===== src/rtl/simt_pkg.sv =====
`default_nettype none

package simt_pkg;

    // default warp geometry.
    localparam int num_threads = 4;
    localparam int num_warps   = 4;

    localparam int num_regs = 32;
    localparam int rd_bits  = $clog2(num_regs);

    typedef logic [3:0] op_t;

    // alu class, upper bit clear.
    localparam op_t op_add = 4'h0;
    localparam op_t op_sub = 4'h1;
    localparam op_t op_and = 4'h2;
    localparam op_t op_or  = 4'h3;
    localparam op_t op_xor = 4'h4;
    localparam op_t op_sll = 4'h5;
    localparam op_t op_srl = 4'h6;
    localparam op_t op_slt = 4'h7;

    // multiplier class, upper bit set.
    localparam op_t op_mul_lo = 4'h8;
    localparam op_t op_mul_hi = 4'h9;

    function automatic logic is_mul_op(op_t op);
        return op[3];
    endfunction

    // index width for a count of items, never below one bit.
    function automatic int id_bits(int count);
        return (count > 1) ? $clog2(count) : 1;
    endfunction

endpackage

`default_nettype wire

===== src/rtl/commit_if.sv =====
`timescale 1ns/10ps
`default_nettype none


interface commit_if import simt_pkg::*; #(
    parameter int NUM_THREADS = num_threads,
    parameter int NUM_WARPS   = num_warps
);
    localparam int wid_bits = id_bits(NUM_WARPS);

    logic                         valid;
    logic                         ready;
    logic [wid_bits-1:0]          wid;
    logic [31:0]                  pc;
    logic [NUM_THREADS-1:0]       tmask;
    logic [rd_bits-1:0]           rd;
    logic                         wb;
    logic [NUM_THREADS-1:0][31:0] data;

    modport master (output valid, wid, pc, tmask, rd, wb, data, input ready);
    modport slave (input valid, wid, pc, tmask, rd, wb, data, output ready);

endinterface

`default_nettype wire


===== src/rtl/writeback_arbiter.sv =====
`timescale 1ns/10ps
`default_nettype none

module writeback_arbiter import simt_pkg::*; #(
    parameter int  NUM_THREADS = num_threads,
    parameter int  NUM_WARPS   = num_warps,
    localparam int wid_bits    = id_bits(NUM_WARPS)
) (
    input  wire                          clk,
    input  wire                          reset,
    commit_if.slave                      alu_commit,
    commit_if.slave                      mul_commit,
    output logic                         wb_valid,
    input  wire                          wb_ready,
    output logic [wid_bits-1:0]          wb_wid,
    output logic [31:0]                  wb_pc,
    output logic [NUM_THREADS-1:0]       wb_tmask,
    output logic [rd_bits-1:0]           wb_rd,
    output logic [NUM_THREADS-1:0][31:0] wb_data
);

    typedef struct packed {
        logic [wid_bits-1:0]          wid;
        logic [31:0]                  pc;
        logic [NUM_THREADS-1:0]       tmask;
        logic [rd_bits-1:0]           rd;
        logic [NUM_THREADS-1:0][31:0] data;
    } writeback_t;

    logic       alu_req;
    logic       mul_req;
    logic       stall;
    writeback_t sel;
    writeback_t out_q;

    // only commits that write the register file compete.
    assign alu_req = alu_commit.valid && alu_commit.wb;
    assign mul_req = mul_commit.valid && mul_commit.wb;
    assign stall   = wb_valid && !wb_ready;

    // readies also drain wb-clear commits.
    assign alu_commit.ready = !stall;
    assign mul_commit.ready = !stall && !alu_req;

    always_comb begin
        if (alu_req) begin
            sel.wid   = alu_commit.wid;
            sel.pc    = alu_commit.pc;
            sel.tmask = alu_commit.tmask;
            sel.rd    = alu_commit.rd;
            sel.data  = alu_commit.data;
        end else begin
            sel.wid   = mul_commit.wid;
            sel.pc    = mul_commit.pc;
            sel.tmask = mul_commit.tmask;
            sel.rd    = mul_commit.rd;
            sel.data  = mul_commit.data;
        end
    end

    pipe_register #(.T(writeback_t)) out_reg (
        .clk       (clk),
        .reset     (reset),
        .enable    (!stall),
        .valid_in  (alu_req || mul_req),
        .data_in   (sel),
        .valid_out (wb_valid),
        .data_out  (out_q)
    );

    assign wb_wid   = out_q.wid;
    assign wb_pc    = out_q.pc;
    assign wb_tmask = out_q.tmask;
    assign wb_rd    = out_q.rd;
    assign wb_data  = out_q.data;

endmodule

`default_nettype wire


===== src/rtl/pipe_register.sv =====
`timescale 1ns/10ps
`default_nettype none

module pipe_register #(
    parameter type T = logic
) (
    input  wire  clk,
    input  wire  reset,
    input  wire  enable,
    input  wire  valid_in,
    input  T     data_in,
    output logic valid_out,
    output T     data_out
);

    always_ff @(posedge clk) begin
        if (reset) begin
            valid_out <= 1'b0;
        end else if (enable) begin
            valid_out <= valid_in;
        end
    end

    // payload follows the valid bit.
    always_ff @(posedge clk) begin
        if (enable) begin
            data_out <= data_in;
        end
    end

endmodule

`default_nettype wire


===== src/flat_wrapper.sv =====
// flat-port wrapper written by rule: the top's interface ports become plain ports
module writeback_arbiter_flat import simt_pkg::*;
#(
    parameter int  NUM_THREADS = num_threads,
    parameter int  NUM_WARPS   = num_warps,
    localparam int wid_bits    = id_bits(NUM_WARPS)
)
  (clk, reset, wb_valid, wb_ready, wb_wid, wb_pc, wb_tmask, wb_rd, wb_data, alu_commit_valid, alu_commit_wid, alu_commit_pc, alu_commit_tmask, alu_commit_rd, alu_commit_wb, alu_commit_data, alu_commit_ready, mul_commit_valid, mul_commit_wid, mul_commit_pc, mul_commit_tmask, mul_commit_rd, mul_commit_wb, mul_commit_data, mul_commit_ready);
  commit_if #(.NUM_THREADS(NUM_THREADS), .NUM_WARPS(NUM_WARPS)) alu_commit_i ();
  commit_if #(.NUM_THREADS(NUM_THREADS), .NUM_WARPS(NUM_WARPS)) mul_commit_i ();
  input  wire clk;
  input  wire reset;
  output logic wb_valid;
  input  wire wb_ready;
  output logic [wid_bits-1:0] wb_wid;
  output logic [31:0] wb_pc;
  output logic [NUM_THREADS-1:0] wb_tmask;
  output logic [rd_bits-1:0] wb_rd;
  output logic [NUM_THREADS-1:0][31:0] wb_data;
  input wire logic [$bits(alu_commit_i.valid)-1:0] alu_commit_valid;
  input wire logic [$bits(alu_commit_i.wid)-1:0] alu_commit_wid;
  input wire logic [$bits(alu_commit_i.pc)-1:0] alu_commit_pc;
  input wire logic [$bits(alu_commit_i.tmask)-1:0] alu_commit_tmask;
  input wire logic [$bits(alu_commit_i.rd)-1:0] alu_commit_rd;
  input wire logic [$bits(alu_commit_i.wb)-1:0] alu_commit_wb;
  input wire logic [$bits(alu_commit_i.data)-1:0] alu_commit_data;
  output wire logic [$bits(alu_commit_i.ready)-1:0] alu_commit_ready;
  input wire logic [$bits(mul_commit_i.valid)-1:0] mul_commit_valid;
  input wire logic [$bits(mul_commit_i.wid)-1:0] mul_commit_wid;
  input wire logic [$bits(mul_commit_i.pc)-1:0] mul_commit_pc;
  input wire logic [$bits(mul_commit_i.tmask)-1:0] mul_commit_tmask;
  input wire logic [$bits(mul_commit_i.rd)-1:0] mul_commit_rd;
  input wire logic [$bits(mul_commit_i.wb)-1:0] mul_commit_wb;
  input wire logic [$bits(mul_commit_i.data)-1:0] mul_commit_data;
  output wire logic [$bits(mul_commit_i.ready)-1:0] mul_commit_ready;
  assign alu_commit_i.valid = alu_commit_valid;
  assign alu_commit_i.wid = alu_commit_wid;
  assign alu_commit_i.pc = alu_commit_pc;
  assign alu_commit_i.tmask = alu_commit_tmask;
  assign alu_commit_i.rd = alu_commit_rd;
  assign alu_commit_i.wb = alu_commit_wb;
  assign alu_commit_i.data = alu_commit_data;
  assign alu_commit_ready = alu_commit_i.ready;
  assign mul_commit_i.valid = mul_commit_valid;
  assign mul_commit_i.wid = mul_commit_wid;
  assign mul_commit_i.pc = mul_commit_pc;
  assign mul_commit_i.tmask = mul_commit_tmask;
  assign mul_commit_i.rd = mul_commit_rd;
  assign mul_commit_i.wb = mul_commit_wb;
  assign mul_commit_i.data = mul_commit_data;
  assign mul_commit_ready = mul_commit_i.ready;
  writeback_arbiter #(.NUM_THREADS(NUM_THREADS), .NUM_WARPS(NUM_WARPS)) u_core (.clk(clk), .reset(reset), .alu_commit(alu_commit_i), .mul_commit(mul_commit_i), .wb_valid(wb_valid), .wb_ready(wb_ready), .wb_wid(wb_wid), .wb_pc(wb_pc), .wb_tmask(wb_tmask), .wb_rd(wb_rd), .wb_data(wb_data));
endmodule

===== config.mk =====
export PLATFORM = sky130hd
export DESIGN_NAME = writeback_arbiter_flat
export DESIGN_NICKNAME = d
export VERILOG_FILES = /design/src/rtl/simt_pkg.sv /design/src/rtl/commit_if.sv /design/src/rtl/writeback_arbiter.sv /design/src/rtl/pipe_register.sv /design/src/flat_wrapper.sv
export SDC_FILE = /design/constraint.sdc
export NUM_CORES = 1
export LEC_CHECK = 0
export ABC_AREA = 1
export BUFFER_PORTS_ARGS = -buffer_cell sky130_fd_sc_hd__buf_2
export CAP_MARGIN = 20
export CORE_AREA = 2 2 202 204
export CTS_CLUSTER_DIAMETER = 40
export DETAILED_ROUTE_END_ITERATION = 10
export DIE_AREA = 0 0 204 206
export GPL_TIMING_DRIVEN = 0
export SYNTH_ARGS = -nofsm -noshare
export SYNTH_HDL_FRONTEND = slang
export SYNTH_SLANG_ARGS = --single-unit

===== constraint.sdc =====
create_clock -name clk -period 4.1 [get_ports clk]
set_input_delay 0 -clock clk [delete_from_list [all_inputs] [get_ports clk]]
set_output_delay 0 -clock clk [all_outputs]
set_load 0.02 [all_outputs]

After elaboration in Yosys (flattened, before gate mapping) --
Index checks and enable logic that the tools add are counted.
Storage, ports and cells: register bits after elaboration 172, logic and storage cells 18, output and inout bits 174, input bits 349
Operators by class: reductions and logical operators 8, mux-type cells 1
Operator list (number):
- 171-bit two-way mux | 1
- 1-bit logical AND | 4
- 1-bit logical NOT | 3
- 1-bit logical OR | 1

Longest topological paths before layout --
word-level depth 4, mapped depth 6, mapped depth without buffers 4

Hierarchy --
From an unflattened synthesis, not the netlist that was laid out.
Unflattened totals: cell total of the unflattened synthesis 756, area, all modules 7684.9 µm²
Modules (own cells, without submodules):
- pipe_register | times used 1, seq. area each 5154.9 µm², cells each 178, area each 5180.0 µm²
- writeback_arbiter | times used 1, seq. area each 0.0 µm², cells each 578, area each 2504.9 µm²

Least setup slack after synthesis --
Ideal clock, no wire load.
kind register -> register, from reg u_core.out_reg.valid_out, to reg u_core.out_reg.data_out[0] in the netlist's numbering, enable pin, path slack -0.227 ns, arrival time 3.803 ns, library setup time 0.524 ns, buffers on the path 0, clock period less this slack 4.327 ns, cell stages (with the launch flop) 4, required time 3.576 ns, path through dfxtp_1 -> inv_1 -> nor2_1 -> inv_1
Between the ends: cells in the longest elaborated chain, start to end 1
RTL lines:
- from (decl) | line pipe_register.sv:12 | output logic valid_out,
- from (signal assigned) | line pipe_register.sv:20 | valid_out <= valid_in;
- 1-bit logical AND | line writeback_arbiter.sv:39 | assign stall = wb_valid && !wb_ready;
- to (signal assigned) | line pipe_register.sv:27 | data_out <= data_in;
- to (decl) | line pipe_register.sv:13 | output T data_out
Every way passes these cells. A chain may end at the register's enable or synchronous reset.

Worst setup path after layout --
from reg u_core.out_reg.valid_out, to reg u_core.out_reg.data_out[23] in the netlist's numbering, enable pin
The elaborated chain is that of the path after synthesis.

==> results by group <==
Global route
  – Gr busiest metal: met2
  – Met2 GRT Util: between 20% and 30%
  – Number of global-route vias before repair: just under 9000
  – Met3 Usage GRT: around 4.4%
  – First-pass GRT wire length: ~47000 um
  – Initial antenna violation count: 1
  – All-Layer GR Usage: between 15 and 20%
  – Grt ovf: 0
  – Largest net degree at the start of global routing: between 40 and 50
  – Met1 Usage GRT: around 16%

STA
  – Slew margin rel.: between 50% and 60%
  – Final Hold Violating Endpoints: 0
  – Final setup fails: 0
  – Max Slew Vio Count: 0
  – Setup TNS: 0 ns
  – Worst slew pin tran: a little over 0.6 ns
  – Peak Freq: roughly 450 MHz
  – Clock Skews: roughly 0.014 ns
  – RSZ-0062 raised after global routing: no
  – Final Cycle Share: between 50% and 60%
  – Hold WS: approximately 0.35 ns
  – Period minus WS final: approximately 2.2 ns

Yosys
  – Area leader, netlist: edfxtp_1
  – Post-synth top cells: nand2_1, edfxtp_1, buf_2, buf_6, nor2_1
  – Number of synthesis warnings: 0
  – Post-synth top area share: between 60 and 70%
  – Mapped cell area: roughly 0.0074 mm2
  – Ranking of synthesized cells by area: edfxtp_1, nand2_1, buf_2
  – Cell variety after synth: 9
  – Syn nets: about 1100
  – Syn Inst Count: between 700 and 800
  – Ys flop type: edfxtp_1
  – FF+latch count, synth: 172
  – Top-count cell post-synth: nand2_1
  – Syn avg cell area: ~10 um2
  – Synth async-reset ratio: 0%
  – Sequential area share after synthesis: ~70%
  – Post-synth EDFFs: roughly 170

Placed design
  – # port buffers: 522
  – DPL Wire Length: about 23000 um
  – Gpl congestion: between 0.9 and 1
  – Placed insts: about 1800

CTS
  – CTS tree: done
  – Clk sinks: roughly 170
  – Worst-path clk slew: approximately 0.070 ns
  – Setup bufs post-CTS: 0
  – CTS Buf Count: 17
  – Resized Gates After CTS: 0
  – Cell chosen for the clock root: clkbuf_16
  – Deepest clock path buffer count: 2
  – Insertion delay to the later sink of the worst-skew pair: approximately 0.46 ns
  – H-Tree Depth: 4

Power
  – Sw Share: between 20 and 30%
  – Total power: around 4900 uW
  – Combinational Power Share: ~25%
  – Power per cell area: ~330 mW/mm2
  – Max VDD drop: 0.000297 V
  – Part of the power in the clock network: approximately 31%
  – Leakage: roughly 0.0074 uW
  – Cell-internal power: 3500 uW
  – Sequential share of power: 44.5%
  – Net switching power: about 1400 uW

Floorplanning
  – Core area: 0.0402 mm2
  – IO Pins: about 520
  – Die area: between 0.04 and 0.05 mm2
  – Die X-Extent: roughly 200 um
  – Starting density of the core: 18.3%
  – Row cnt: between 70 and 80
  – Die Y: 206 um

Setup path
  – Crit start category: flop
  – Worst EP required: around 4.3 ns
  – CP max FO: 45
  – CP bufs+invs: 4
  – Cell breakdown of the critical path: inv_1 > nor2_1 > clkinvlp_4 > buf_12 > buf_12
  – Critical setup path kind: flop to flop
  – Worst path max stage delay: between 0.6 and 0.7 ns
  – CP most frequent cell: buf_12
  – CP Capture Type: flop
  – CP arrival: ~2.4 ns
  – Slowest cell on the critical path: clkinvlp_4
  – Cell family with most CP delay: buffers and inverters

Routing
  – Vias per inst: roughly 4.0
  – ANT nets after route: 0
  – WL per Instance: 15.8 um
  – # DRC: 0
  – Initial detailed-routing violation count: between 600 and 700
  – Routed vias: 8675
  – First-pass detailed-route iteration total: 6
  – Routed wire length: about 34000 um

Finish
  – Finished Layout Cells: 2167
  – Share of cells above drive strength 1: a little over a third
  – Nets: 1971
  – Fill cells: just under 4000
  – Post-layout util: 36.6%
  – Layout area overhead: 99.5%
  – Diodes inserted: 0

Run status
  – Outcome: finished, final reports clean

Run
  – Max-Cap Viols: 0

Min path
  – Worst hold path type: primary input to flop
==> worst paths after layout <==
path                             endpoint                      from  slack [ns]  depth (start not counted)
max           u_core.out_reg.data_out[23]  u_core.out_reg.valid_out        1.86                          5
min          u_core.out_reg.data_out[154]         mul_commit_pc[17]        0.35                          4
max reg2reg   u_core.out_reg.data_out[23]  u_core.out_reg.valid_out        1.86                          5
min reg2reg  u_core.out_reg.data_out[158]  u_core.out_reg.valid_out        1.16                          3
==> routing by layer <==
metal | routed length [um] | share of wire [%] | up-vias
met5 | 13 | 0.038 | -
met4 | 1790 | 5.2 | 2
met3 | 2810 | 8.2 | 82
met2 | 16800 | 49 | 514
met1 | 12800 | 37 | 3944
li1 | - | - | 4133
==> metrics by stage <==
stage | area, um2 | setup WS [ns]
CTS | 14700 | 1.84
detailed placement | 10700 | 1.87
finish | 14700 | 1.86
floorplan | 7370 | 0.351
global placement | 10700 | -0.832
global route | 14700 | 1.76
==> cell families (layout without fill, tap and decap cells) <==
kind of cell	count (synthesis)	count (layout)	synth area share (%)
flops	172	172	70.0
buf+inv	41	943	3.55
simple gates	520	520	26.5
==> worst reg2reg max path, delay by kind of cell, from the launching register on <==
family	cells	cell delay [ns]
buffers and inverters	4	1.28
DFF	1	0.35
and+or+nand+nor	1	0.30
==> flip-flops by register name (all words and copies together) (netlist names) <==
signal and flops:
u_core.out_reg.data_out 171, u_core.out_reg.valid_out 1
==> area by class of cell <==
| class | count | area (um2) | share of cell area, % |
|---|---|---|---|
| repair buffers | 870 | 6140 | 41.7 |
| well taps | 532 | 666 | 4.53 |
| multi-input cells | 520 | 1950 | 13.3 |
| inverters | 4 | 18.8 | 0.128 |
| clock buffers | 18 | 429 | 2.92 |
| plain buffers | 37 | 246 | 1.68 |
| clock inverters | 14 | 95.1 | 0.647 |
| flip-flops and latches | 172 | 5150 | 35.1 |
==> timing repair <==
item,CTS,global route
hold endpoints to repair,172,0
hold buffers,344,0
endpoints found under the setup margin,0,0
==> cell usage in the layout (no fill, tap or decap) <==
cell,instances
buf_2,548
nand2_1,516
dlygate4sd3_1,344
edfxtp_1,171
clkbuf_16,17
buf_6,9
nor2_1,4
clkinv_2,4
buf_12,4
clkinvlp_4,3
clkinv_4,3
inv_6,3
buf_4,2
inv_1,2
clkinv_1,2
inv_2,1
clkbuf_1,1
dfxtp_1,1
==> power groups by stage <==
stage	sequential, uW	clock (uW)	combinational, uW
4_1_cts	2180	1560	1210
3_3_place_gp	2220	0	874
6_report	2180	1490	1230
3_5_place_dp	2220	0	889
2_1_floorplan	2460	0	197
5_1_grt	2200	1620	1310
Note: power is estimated with default switching activity, not from simulation.
