<file path="src/rtl/simt_pkg.sv">
`default_nettype none

package simt_pkg;

    // default warp geometry.
    localparam int num_threads = 4;
    localparam int num_warps   = 4;

    localparam int num_regs = 32;
    localparam int rd_bits  = $clog2(num_regs);

    typedef logic [3:0] op_t;

    // alu class, upper bit clear.
    localparam op_t op_add = 4'h0;
    localparam op_t op_sub = 4'h1;
    localparam op_t op_and = 4'h2;
    localparam op_t op_or  = 4'h3;
    localparam op_t op_xor = 4'h4;
    localparam op_t op_sll = 4'h5;
    localparam op_t op_srl = 4'h6;
    localparam op_t op_slt = 4'h7;

    // multiplier class, upper bit set.
    localparam op_t op_mul_lo = 4'h8;
    localparam op_t op_mul_hi = 4'h9;

    function automatic logic is_mul_op(op_t op);
        return op[3];
    endfunction

    // index width for a count of items, never below one bit.
    function automatic int id_bits(int count);
        return (count > 1) ? $clog2(count) : 1;
    endfunction

endpackage

`default_nettype wire
</file>
<file path="src/rtl/commit_if.sv">
`timescale 1ns/10ps
`default_nettype none

interface issue_if import simt_pkg::*; #(
    parameter int NUM_THREADS = num_threads,
    parameter int NUM_WARPS   = num_warps
);
    localparam int wid_bits = id_bits(NUM_WARPS);

    logic                         valid;
    logic                         ready;
    op_t                          op;
    logic [wid_bits-1:0]          wid;
    logic [31:0]                  pc;
    logic [NUM_THREADS-1:0]       tmask;
    logic [rd_bits-1:0]           rd;
    logic                         wb;
    logic [NUM_THREADS-1:0][31:0] a;
    logic [NUM_THREADS-1:0][31:0] b;

    modport master (output valid, op, wid, pc, tmask, rd, wb, a, b, input ready);
    modport slave (input valid, op, wid, pc, tmask, rd, wb, a, b, output ready);

endinterface

interface commit_if import simt_pkg::*; #(
    parameter int NUM_THREADS = num_threads,
    parameter int NUM_WARPS   = num_warps
);
    localparam int wid_bits = id_bits(NUM_WARPS);

    logic                         valid;
    logic                         ready;
    logic [wid_bits-1:0]          wid;
    logic [31:0]                  pc;
    logic [NUM_THREADS-1:0]       tmask;
    logic [rd_bits-1:0]           rd;
    logic                         wb;
    logic [NUM_THREADS-1:0][31:0] data;

    modport master (output valid, wid, pc, tmask, rd, wb, data, input ready);
    modport slave (input valid, wid, pc, tmask, rd, wb, data, output ready);

endinterface

`default_nettype wire

</file>
<file path="src/rtl/alu_unit.sv">
`timescale 1ns/10ps
`default_nettype none

module alu_unit import simt_pkg::*; #(
    parameter int NUM_THREADS = num_threads,
    parameter int NUM_WARPS   = num_warps
) (
    input wire       clk,
    input wire       reset,
    issue_if.slave   issue,
    commit_if.master commit
);
    localparam int wid_bits = id_bits(NUM_WARPS);

    typedef struct packed {
        logic [wid_bits-1:0]    wid;
        logic [31:0]            pc;
        logic [NUM_THREADS-1:0] tmask;
        logic [rd_bits-1:0]     rd;
        logic                   wb;
    } commit_hdr_t;

    typedef struct packed {
        commit_hdr_t                  hdr;
        logic [NUM_THREADS-1:0][31:0] data;
    } commit_t;

    wire [NUM_THREADS-1:0][31:0] lane_data;
    logic                        advance;
    commit_t                     result_d;
    commit_t                     result_q;

    // accept when the result slot frees up this cycle.
    assign advance     = !commit.valid || commit.ready;
    assign issue.ready = advance;

    for (genvar i = 0; i < NUM_THREADS; i++) begin : g_lane
        logic [31:0] res;

        always_comb begin
            case (issue.op)
                op_add:  res = issue.a[i] + issue.b[i];
                op_sub:  res = issue.a[i] - issue.b[i];
                op_and:  res = issue.a[i] & issue.b[i];
                op_or:   res = issue.a[i] | issue.b[i];
                op_xor:  res = issue.a[i] ^ issue.b[i];
                op_sll:  res = issue.a[i] << issue.b[i][4:0];
                op_srl:  res = issue.a[i] >> issue.b[i][4:0];
                op_slt:  res = {31'b0, $signed(issue.a[i]) < $signed(issue.b[i])};
                default: res = '0;
            endcase
        end

        // inactive lanes read zero.
        assign lane_data[i] = issue.tmask[i] ? res : 32'b0;
    end

    always_comb begin
        result_d.hdr.wid   = issue.wid;
        result_d.hdr.pc    = issue.pc;
        result_d.hdr.tmask = issue.tmask;
        result_d.hdr.rd    = issue.rd;
        result_d.hdr.wb    = issue.wb;
        result_d.data      = lane_data;
    end

    pipe_register #(
        .T (commit_t)
    ) result_reg (
        .clk       (clk),
        .reset     (reset),
        .enable    (advance),
        .valid_in  (issue.valid),
        .data_in   (result_d),
        .valid_out (commit.valid),
        .data_out  (result_q)
    );

    assign commit.wid   = result_q.hdr.wid;
    assign commit.pc    = result_q.hdr.pc;
    assign commit.tmask = result_q.hdr.tmask;
    assign commit.rd    = result_q.hdr.rd;
    assign commit.wb    = result_q.hdr.wb;
    assign commit.data  = result_q.data;

endmodule

`default_nettype wire

</file>
<file path="src/rtl/pipe_register.sv">
`timescale 1ns/10ps
`default_nettype none

module pipe_register #(
    parameter type T = logic
) (
    input  wire  clk,
    input  wire  reset,
    input  wire  enable,
    input  wire  valid_in,
    input  T     data_in,
    output logic valid_out,
    output T     data_out
);

    always_ff @(posedge clk) begin
        if (reset) begin
            valid_out <= 1'b0;
        end else if (enable) begin
            valid_out <= valid_in;
        end
    end

    // payload follows the valid bit.
    always_ff @(posedge clk) begin
        if (enable) begin
            data_out <= data_in;
        end
    end

endmodule

`default_nettype wire

</file>
<file path="src/flat_wrapper.sv">
// flat-port wrapper written by rule: the top's interface ports become plain ports
module alu_unit_flat import simt_pkg::*;
#(
    parameter int NUM_THREADS = num_threads,
    parameter int NUM_WARPS   = num_warps
)
  (clk, reset, issue_valid, issue_op, issue_wid, issue_pc, issue_tmask, issue_rd, issue_wb, issue_a, issue_b, issue_ready, commit_valid, commit_wid, commit_pc, commit_tmask, commit_rd, commit_wb, commit_data, commit_ready);
  issue_if #(.NUM_THREADS(NUM_THREADS), .NUM_WARPS(NUM_WARPS)) issue_i ();
  commit_if #(.NUM_THREADS(NUM_THREADS), .NUM_WARPS(NUM_WARPS)) commit_i ();
  input wire clk;
  input wire reset;
  input wire logic [$bits(issue_i.valid)-1:0] issue_valid;
  input wire logic [$bits(issue_i.op)-1:0] issue_op;
  input wire logic [$bits(issue_i.wid)-1:0] issue_wid;
  input wire logic [$bits(issue_i.pc)-1:0] issue_pc;
  input wire logic [$bits(issue_i.tmask)-1:0] issue_tmask;
  input wire logic [$bits(issue_i.rd)-1:0] issue_rd;
  input wire logic [$bits(issue_i.wb)-1:0] issue_wb;
  input wire logic [$bits(issue_i.a)-1:0] issue_a;
  input wire logic [$bits(issue_i.b)-1:0] issue_b;
  output wire logic [$bits(issue_i.ready)-1:0] issue_ready;
  output wire logic [$bits(commit_i.valid)-1:0] commit_valid;
  output wire logic [$bits(commit_i.wid)-1:0] commit_wid;
  output wire logic [$bits(commit_i.pc)-1:0] commit_pc;
  output wire logic [$bits(commit_i.tmask)-1:0] commit_tmask;
  output wire logic [$bits(commit_i.rd)-1:0] commit_rd;
  output wire logic [$bits(commit_i.wb)-1:0] commit_wb;
  output wire logic [$bits(commit_i.data)-1:0] commit_data;
  input wire logic [$bits(commit_i.ready)-1:0] commit_ready;
  assign issue_i.valid = issue_valid;
  assign issue_i.op = issue_op;
  assign issue_i.wid = issue_wid;
  assign issue_i.pc = issue_pc;
  assign issue_i.tmask = issue_tmask;
  assign issue_i.rd = issue_rd;
  assign issue_i.wb = issue_wb;
  assign issue_i.a = issue_a;
  assign issue_i.b = issue_b;
  assign issue_ready = issue_i.ready;
  assign commit_valid = commit_i.valid;
  assign commit_wid = commit_i.wid;
  assign commit_pc = commit_i.pc;
  assign commit_tmask = commit_i.tmask;
  assign commit_rd = commit_i.rd;
  assign commit_wb = commit_i.wb;
  assign commit_data = commit_i.data;
  assign commit_i.ready = commit_ready;
  alu_unit #(.NUM_THREADS(NUM_THREADS), .NUM_WARPS(NUM_WARPS)) u_core (.clk(clk), .reset(reset), .issue(issue_i), .commit(commit_i));
endmodule
</file>
<file path="config.mk">
export PLATFORM = sky130hd
export DESIGN_NAME = alu_unit_flat
export DESIGN_NICKNAME = d
export VERILOG_FILES = /design/src/rtl/simt_pkg.sv /design/src/rtl/commit_if.sv /design/src/rtl/alu_unit.sv /design/src/rtl/pipe_register.sv /design/src/flat_wrapper.sv
export SDC_FILE = /design/constraint.sdc
export NUM_CORES = 2
export LEC_CHECK = 0
export BUFFER_PORTS_ARGS = -buffer_cell sky130_fd_sc_hd__buf_2
export CAP_MARGIN = 15
export CELL_PAD_IN_SITES_DETAIL_PLACEMENT = 1
export CELL_PAD_IN_SITES_GLOBAL_PLACEMENT = 2
export CORE_ASPECT_RATIO = 1.25
export CORE_MARGIN = 10
export CORE_UTILIZATION = 35
export CTS_BUF_LIST = sky130_fd_sc_hd__clkbuf_8 sky130_fd_sc_hd__clkbuf_16
export CTS_CLUSTER_DIAMETER = 40
export CTS_CLUSTER_SIZE = 16
export DETAILED_ROUTE_END_ITERATION = 12
export GPL_ROUTABILITY_DRIVEN = 0
export PLACE_DENSITY_LB_ADDON = 0.1
export SETUP_SLACK_MARGIN = 0.05
export SLEW_MARGIN = 20
export SYNTH_ARGS = -nofsm -noshare
export SYNTH_HDL_FRONTEND = slang
export SYNTH_SLANG_ARGS = --single-unit
</file>
<file path="constraint.sdc">
create_clock -name clk -period 5.8 [get_ports clk]
set_clock_uncertainty 0.15 [all_clocks]
set_input_delay 0.58 -clock clk [delete_from_list [all_inputs] [get_ports clk]]
set_output_delay 0.58 -clock clk [all_outputs]
set_load 0.01 [all_outputs]
</file>
### After elaboration in Yosys (flattened, before gate mapping)

Index checks and enable logic that the tools add are counted.

* $mul: 0
* divide/modulo/power cells: 0
* add/subtract/negate cells: 8
* reduce and logical (&&, ||, !) cells: 3
* bitwise logic cells: 12
* $lt $le $gt $ge: 4
* equality and inequality tests: 7
* shift operators: 8
* multiplexer cells: 4

Operator list (count)
* $pmux W32 S8: 4
* $add A32 B32 Y32: 4
* $and A32 B32 Y32: 4
* $lt A32 B32 Y1: 4
* $or A32 B32 Y32: 4
* $shl A32 B5 Y32: 4
* $shr A32 B5 Y32: 4
* $sub A32 B32 Y32: 4
* $xor A32 B32 Y32: 4
* $eq A4 B3 Y1 const B: 4
* $eq A4 B2 Y1 const B: 2
* $eq A4 B1 Y1 const B: 1
* $logic_not A4 Y1: 1
* $logic_not A1 Y1: 1
* $logic_or A1 B1 Y1: 1

* register bits after elaboration: 173
* memory bits (writable): 0
* input bits: 308
* output and inout port bits: 174
* bits in latches: 0
* word-level logic and storage cells: 56
* bits in read-only memories: 0
* memories: 0

### Logic depth before layout (Yosys ltp)

* word-level depth: 2
* gate-level depth with buffers: 16
* depth with buffers taken out: 13

### Hierarchy

A second synthesis with hierarchy kept.

* cells, all modules: 5338
* area, all modules: 37955.2 µm²

Modules (own cells, without submodules)
* alu_unit: area an instance 32756.4 µm², sequential area each 0.0 µm², cells an instance 5163, times used 1
* pipe_register: area an instance 5198.7 µm², sequential area each 5185.0 µm², cells an instance 175, times used 1

### Least setup slack after synthesis

No wires, ideal clock.

* kind: input-to-output
* from: in commit_ready
* to: out issue_ready
* path slack: 0.269 ns
* required time: 5.070 ns
* buffers on the path: 0
* arrival: 4.801 ns
* cell stages on the path: 1
* cells stage by stage: nand2b_1

* word-level cells in the longest chain between the ends: 1

Ends and longest elaborated chain
* from (decl): line flat_wrapper.sv:29 `input wire logic [$bits(commit_i.ready)-1:0] commit_ready;`
* $logic_or A1 B1 Y1: line alu_unit.sv:34 `assign advance = !commit.valid || commit.ready;`
* to (decl): line flat_wrapper.sv:21 `output wire logic [$bits(issue_i.ready)-1:0] issue_ready;`

No other way between the ends.

### Final worst setup path

* from: in issue_b[100]
* to: reg u_core.result_reg.data_out[125] (netlist name) (data pin)

* word-level cells in the longest chain between the ends: 2
* elaborated cells between the ends (all ways): 5
* classes of those cells: 2 x add/sub; 2 x shift; 1 x mux

Ends and longest elaborated chain
* from (decl): line flat_wrapper.sv:20 `input wire logic [$bits(issue_i.b)-1:0] issue_b;`
* $sub A32 B32 Y32, or another cell as far along: line alu_unit.sv:43 `op_sub: res = issue.a[i] - issue.b[i];`
* $pmux W32 S8 *: line alu_unit.sv:41 `case (issue.op)`
* to (signal assigned): line pipe_register.sv:27 `data_out <= data_in;`
* to (decl): line pipe_register.sv:13 `output T data_out`

Mark *: on every way between the ends. The rest lies on a longest branch, timed or not.
A chain may end at the register's enable or synchronous reset.

==> out/qor.txt <==
post-route cell area - 41660 um2
max-slew violations - 0
CP cell instances - buf_2 > inv_1 > ha_1 > inv_1 > o21ai_0 > a221oi_2 > a2111oi_2 > a31oi_1 > a31oi_1 > nor4bb_1 > o32ai_1 > or4_1 > o211ai_1
Pre-antenna DRT Iters - 6
CP max stage cell - a31oi_1
placed instance count - 6614
cts hold-fix bufs - 0
final hold vios - 0
Final Non-Filler Cells - 6650
period utilization - 76.73%
I/O Buffers - 481
Die Footprint - 120200 um2
Net Sw Power - 3.213 mW
number of max-cap violations - 0
WL/cell - 31.27 um
sequential share of the synthesized area - 13.88%
die height - 385.2 um
Max FO, Critical Path - 17
CTS clk-pin slew, worst paths - 0.09 ns
Post-synth EDFFs - 172
Pint - 3.296 mW
# clock sinks - 173
status - finished, final reports clean
worst path arrival time - 4.70 ns
PostCTS Resize Cnt - 0
Starting Density - 35.40%
Core ar. - 105500 um2
worst reg2reg startpoint - u_core.result_reg.valid_out
routed via count - 42930
Worst Tran Pin Value - 1.266 ns
power share of the clock group - 19.8%
total grt overflow - 0
row count - 133
Critical Path Start - issue_b[100]
source of the worst hold timing path - reset
Setup CP Type - input port to register
RSZ-0062 raised after global routing - false
Cell Area, Synth - 37340 um2
setup violators final - 0
htree depth - 4
DRT iter0 DRCs - 4177
Net Sw Frac - 49.37%
Post-CTS Setup Bufs - 0
Total GRT Usage - 32.84%
hpwl dp - 162600 um
Num CTS Buffers - 17
synthesized area per cell - 7.493 um2
Worst Hold Path Cells - 2
leakage - 18.39 nW
Synth Flop Type - edfxtp_1
achievable frequency - 224.7 MHz
Worst Hold Class - input port to register
Worst EP required - 6.05 ns
initial antenna violation count - 16
CTS tree - built
post-synthesis register bit count - 173
Comb pwr share - 56.7%
max incr delay on CP - 0.57 ns
clock root buffer master - clkbuf_16
worst vdd ir - 0.2687 mV
cell count of the worst reg-to-reg path - 2
Routed Antenna Nets - 0
die width - 312.2 um
Syn Inst Count - 4984
Fin Hold WS - 0.04171 ns
first-pass GRT wire length - 299600 um
Mapped Nets - 5744
crit start category - input port
share of layout cells above drive strength 1 - 15.57%
dpl cell area - 41060 um2
clk_lat worst skew - 0.54 ns
Clock Path Buffers - 2
post-synth cell types - 107
Synthesis Warnings - 0
setup total negative slack - 0 ns
vias in the first global route - 42810
Tot Pwr - 6.509 mW
ys async rst share - 0%
Crit. End Element - register
Remaining DRCs - 0
pwr dens - 156.2 nW/um2
Reg power frac - 23.5%
nets - 5976
io pins - 482
synth-to-layout area growth - 11.55%
Vias/cell - 6.455
final wirelength - 207900 um
clock period minus worst slack - 4.450 ns
slew margin rel. - 14.72%
largest net degree at the start of global routing - 86
-- stage by stage --
| step | setup slack, ns | utilization [%] |
|---|---|---|
| 5_1_grt | 1.143 | 39.48 |
| 3_5_place_dp | 0.9110 | 38.92 |
| 6_report | 1.350 | 39.49 |
| 3_3_place_gp | 1.067 | 38.92 |
| 4_1_cts | 1.502 | 39.47 |
| 2_1_floorplan | 0.2689 | - |
-- cell usage after synthesis (50+ instances only) --
cell      number  area share, %
o22ai_1       81            1.4
a31oi_1       75            1.3
nand3_1       52           0.70
nor2_1       609            6.1
nor3_1       100            1.3
o21bai_1      65            1.3
inv_1        375            3.8
nand2b_1      51           0.85
o221ai_1      80            1.9
a21oi_1      471            6.3
buf_1         67           0.67
mux2i_1      262            7.0
mux4_2       104            6.3
a211oi_1      54            1.1
edfxtp_1     172             14
clkbuf_1     274            2.8
o211ai_1      70            1.4
a221oi_1      97            2.3
a22oi_1       78            1.6
a21o_1        73            1.5
o21ai_0      382            5.1
xnor2_1       50            1.2
nand2_1      334            3.4
ha_1         444             15
-- state kept, by name, summed over array words and instances (netlist names) --
register,count
u_core.result_reg.data_out,172
u_core.result_reg.valid_out,1
-- power by group through the flow --
stage                     sequential (mW)  combinational (mW)  clock, mW
final                                1.53                3.69       1.29
after global routing                 1.54                3.94       1.35
after CTS                            1.53                3.61       1.33
after detailed placement             1.56                3.59          0
after global placement               1.56                3.58          0
after floorplan                      1.60                2.16          0
-- metal layers --
| metal | track usage, % | part of all wire, % | vias up |
|---|---|---|---|
| met5 | 0 | 0.045 | - |
| met4 | 16.86 | 5.3 | 14 |
| met3 | 5.356 | 7.3 | 421 |
| met2 | 53.81 | 46 | 2008 |
| met1 | 41.30 | 41 | 21490 |
| li1 | - | - | 18990 |
-- layout make-up --
type                       instances  area, um2
antenna                            4      10.01
clock buffer                      18      439.2
tap                             1417       1773
timing repair buffer             584       3301
inverter                         382       1434
fill                           13220      63850
multi-input combinational       4058      29370
sequential                       173       5185
clock inverter                    14      147.6
-- kinds of logic after synthesis --
logic type	share of synthesized area, %
AO/OA/AOI/OAI	32.14
XOR/XNOR	1.243
adder cells (fa/ha/maj)	15.30
buffers and inverters	7.703
flip-flops	13.88
multiplexers	13.45
AND/OR/NAND/NOR	16.28
-- worst max-delay path, delay by kind of cell --
kind	cells	cell delay, ns
and+or+nand+nor	2	0.93
adders and majority gates	1	0.48
AOI/OAI and AO/OA	7	1.96
buffers and inverters	3	0.75
-- path summary, 6_finish.rpt --
| kind | endpoint | slack [ns] |
|---|---|---|
| max | u_core.result_reg.data_out[125] | 1.35 |
| min | u_core.result_reg.valid_out | 0.04 |
| max reg2reg | u_core.result_reg.data_out[6] | 3.72 |
| min reg2reg | u_core.result_reg.data_out[65] | 0.83 |
-- cells in the final DEF (no fill, tap or decap), types with 14 or more instances in the layout --
cell,Yosys,final
o211ai_1,70,70
ha_1,444,444
nand2_1,334,331
nand2b_1,51,50
a211o_1,29,29
a21oi_1,471,471
o21a_1,22,22
edfxtp_1,172,172
nor2b_1,44,44
a221o_1,45,45
nor3_1,100,96
xnor2_1,50,50
or2_2,26,26
buf_2,27,478
mux4_2,104,104
o31ai_1,43,43
o22ai_1,81,81
o31a_1,14,14
a22oi_1,78,78
nand4_1,17,17
nor2_1,609,606
or3_1,43,43
clkbuf_16,0,17
mux2i_1,262,262
a221oi_1,97,97
a21o_1,73,73
buf_4,0,97
a211oi_1,54,53
o21bai_1,65,65
o21ai_0,382,381
inv_1,375,375
o221ai_1,80,80
nand3_1,52,51
and3_1,20,20
a31oi_1,75,75
(Power assumes the default switching activity.)
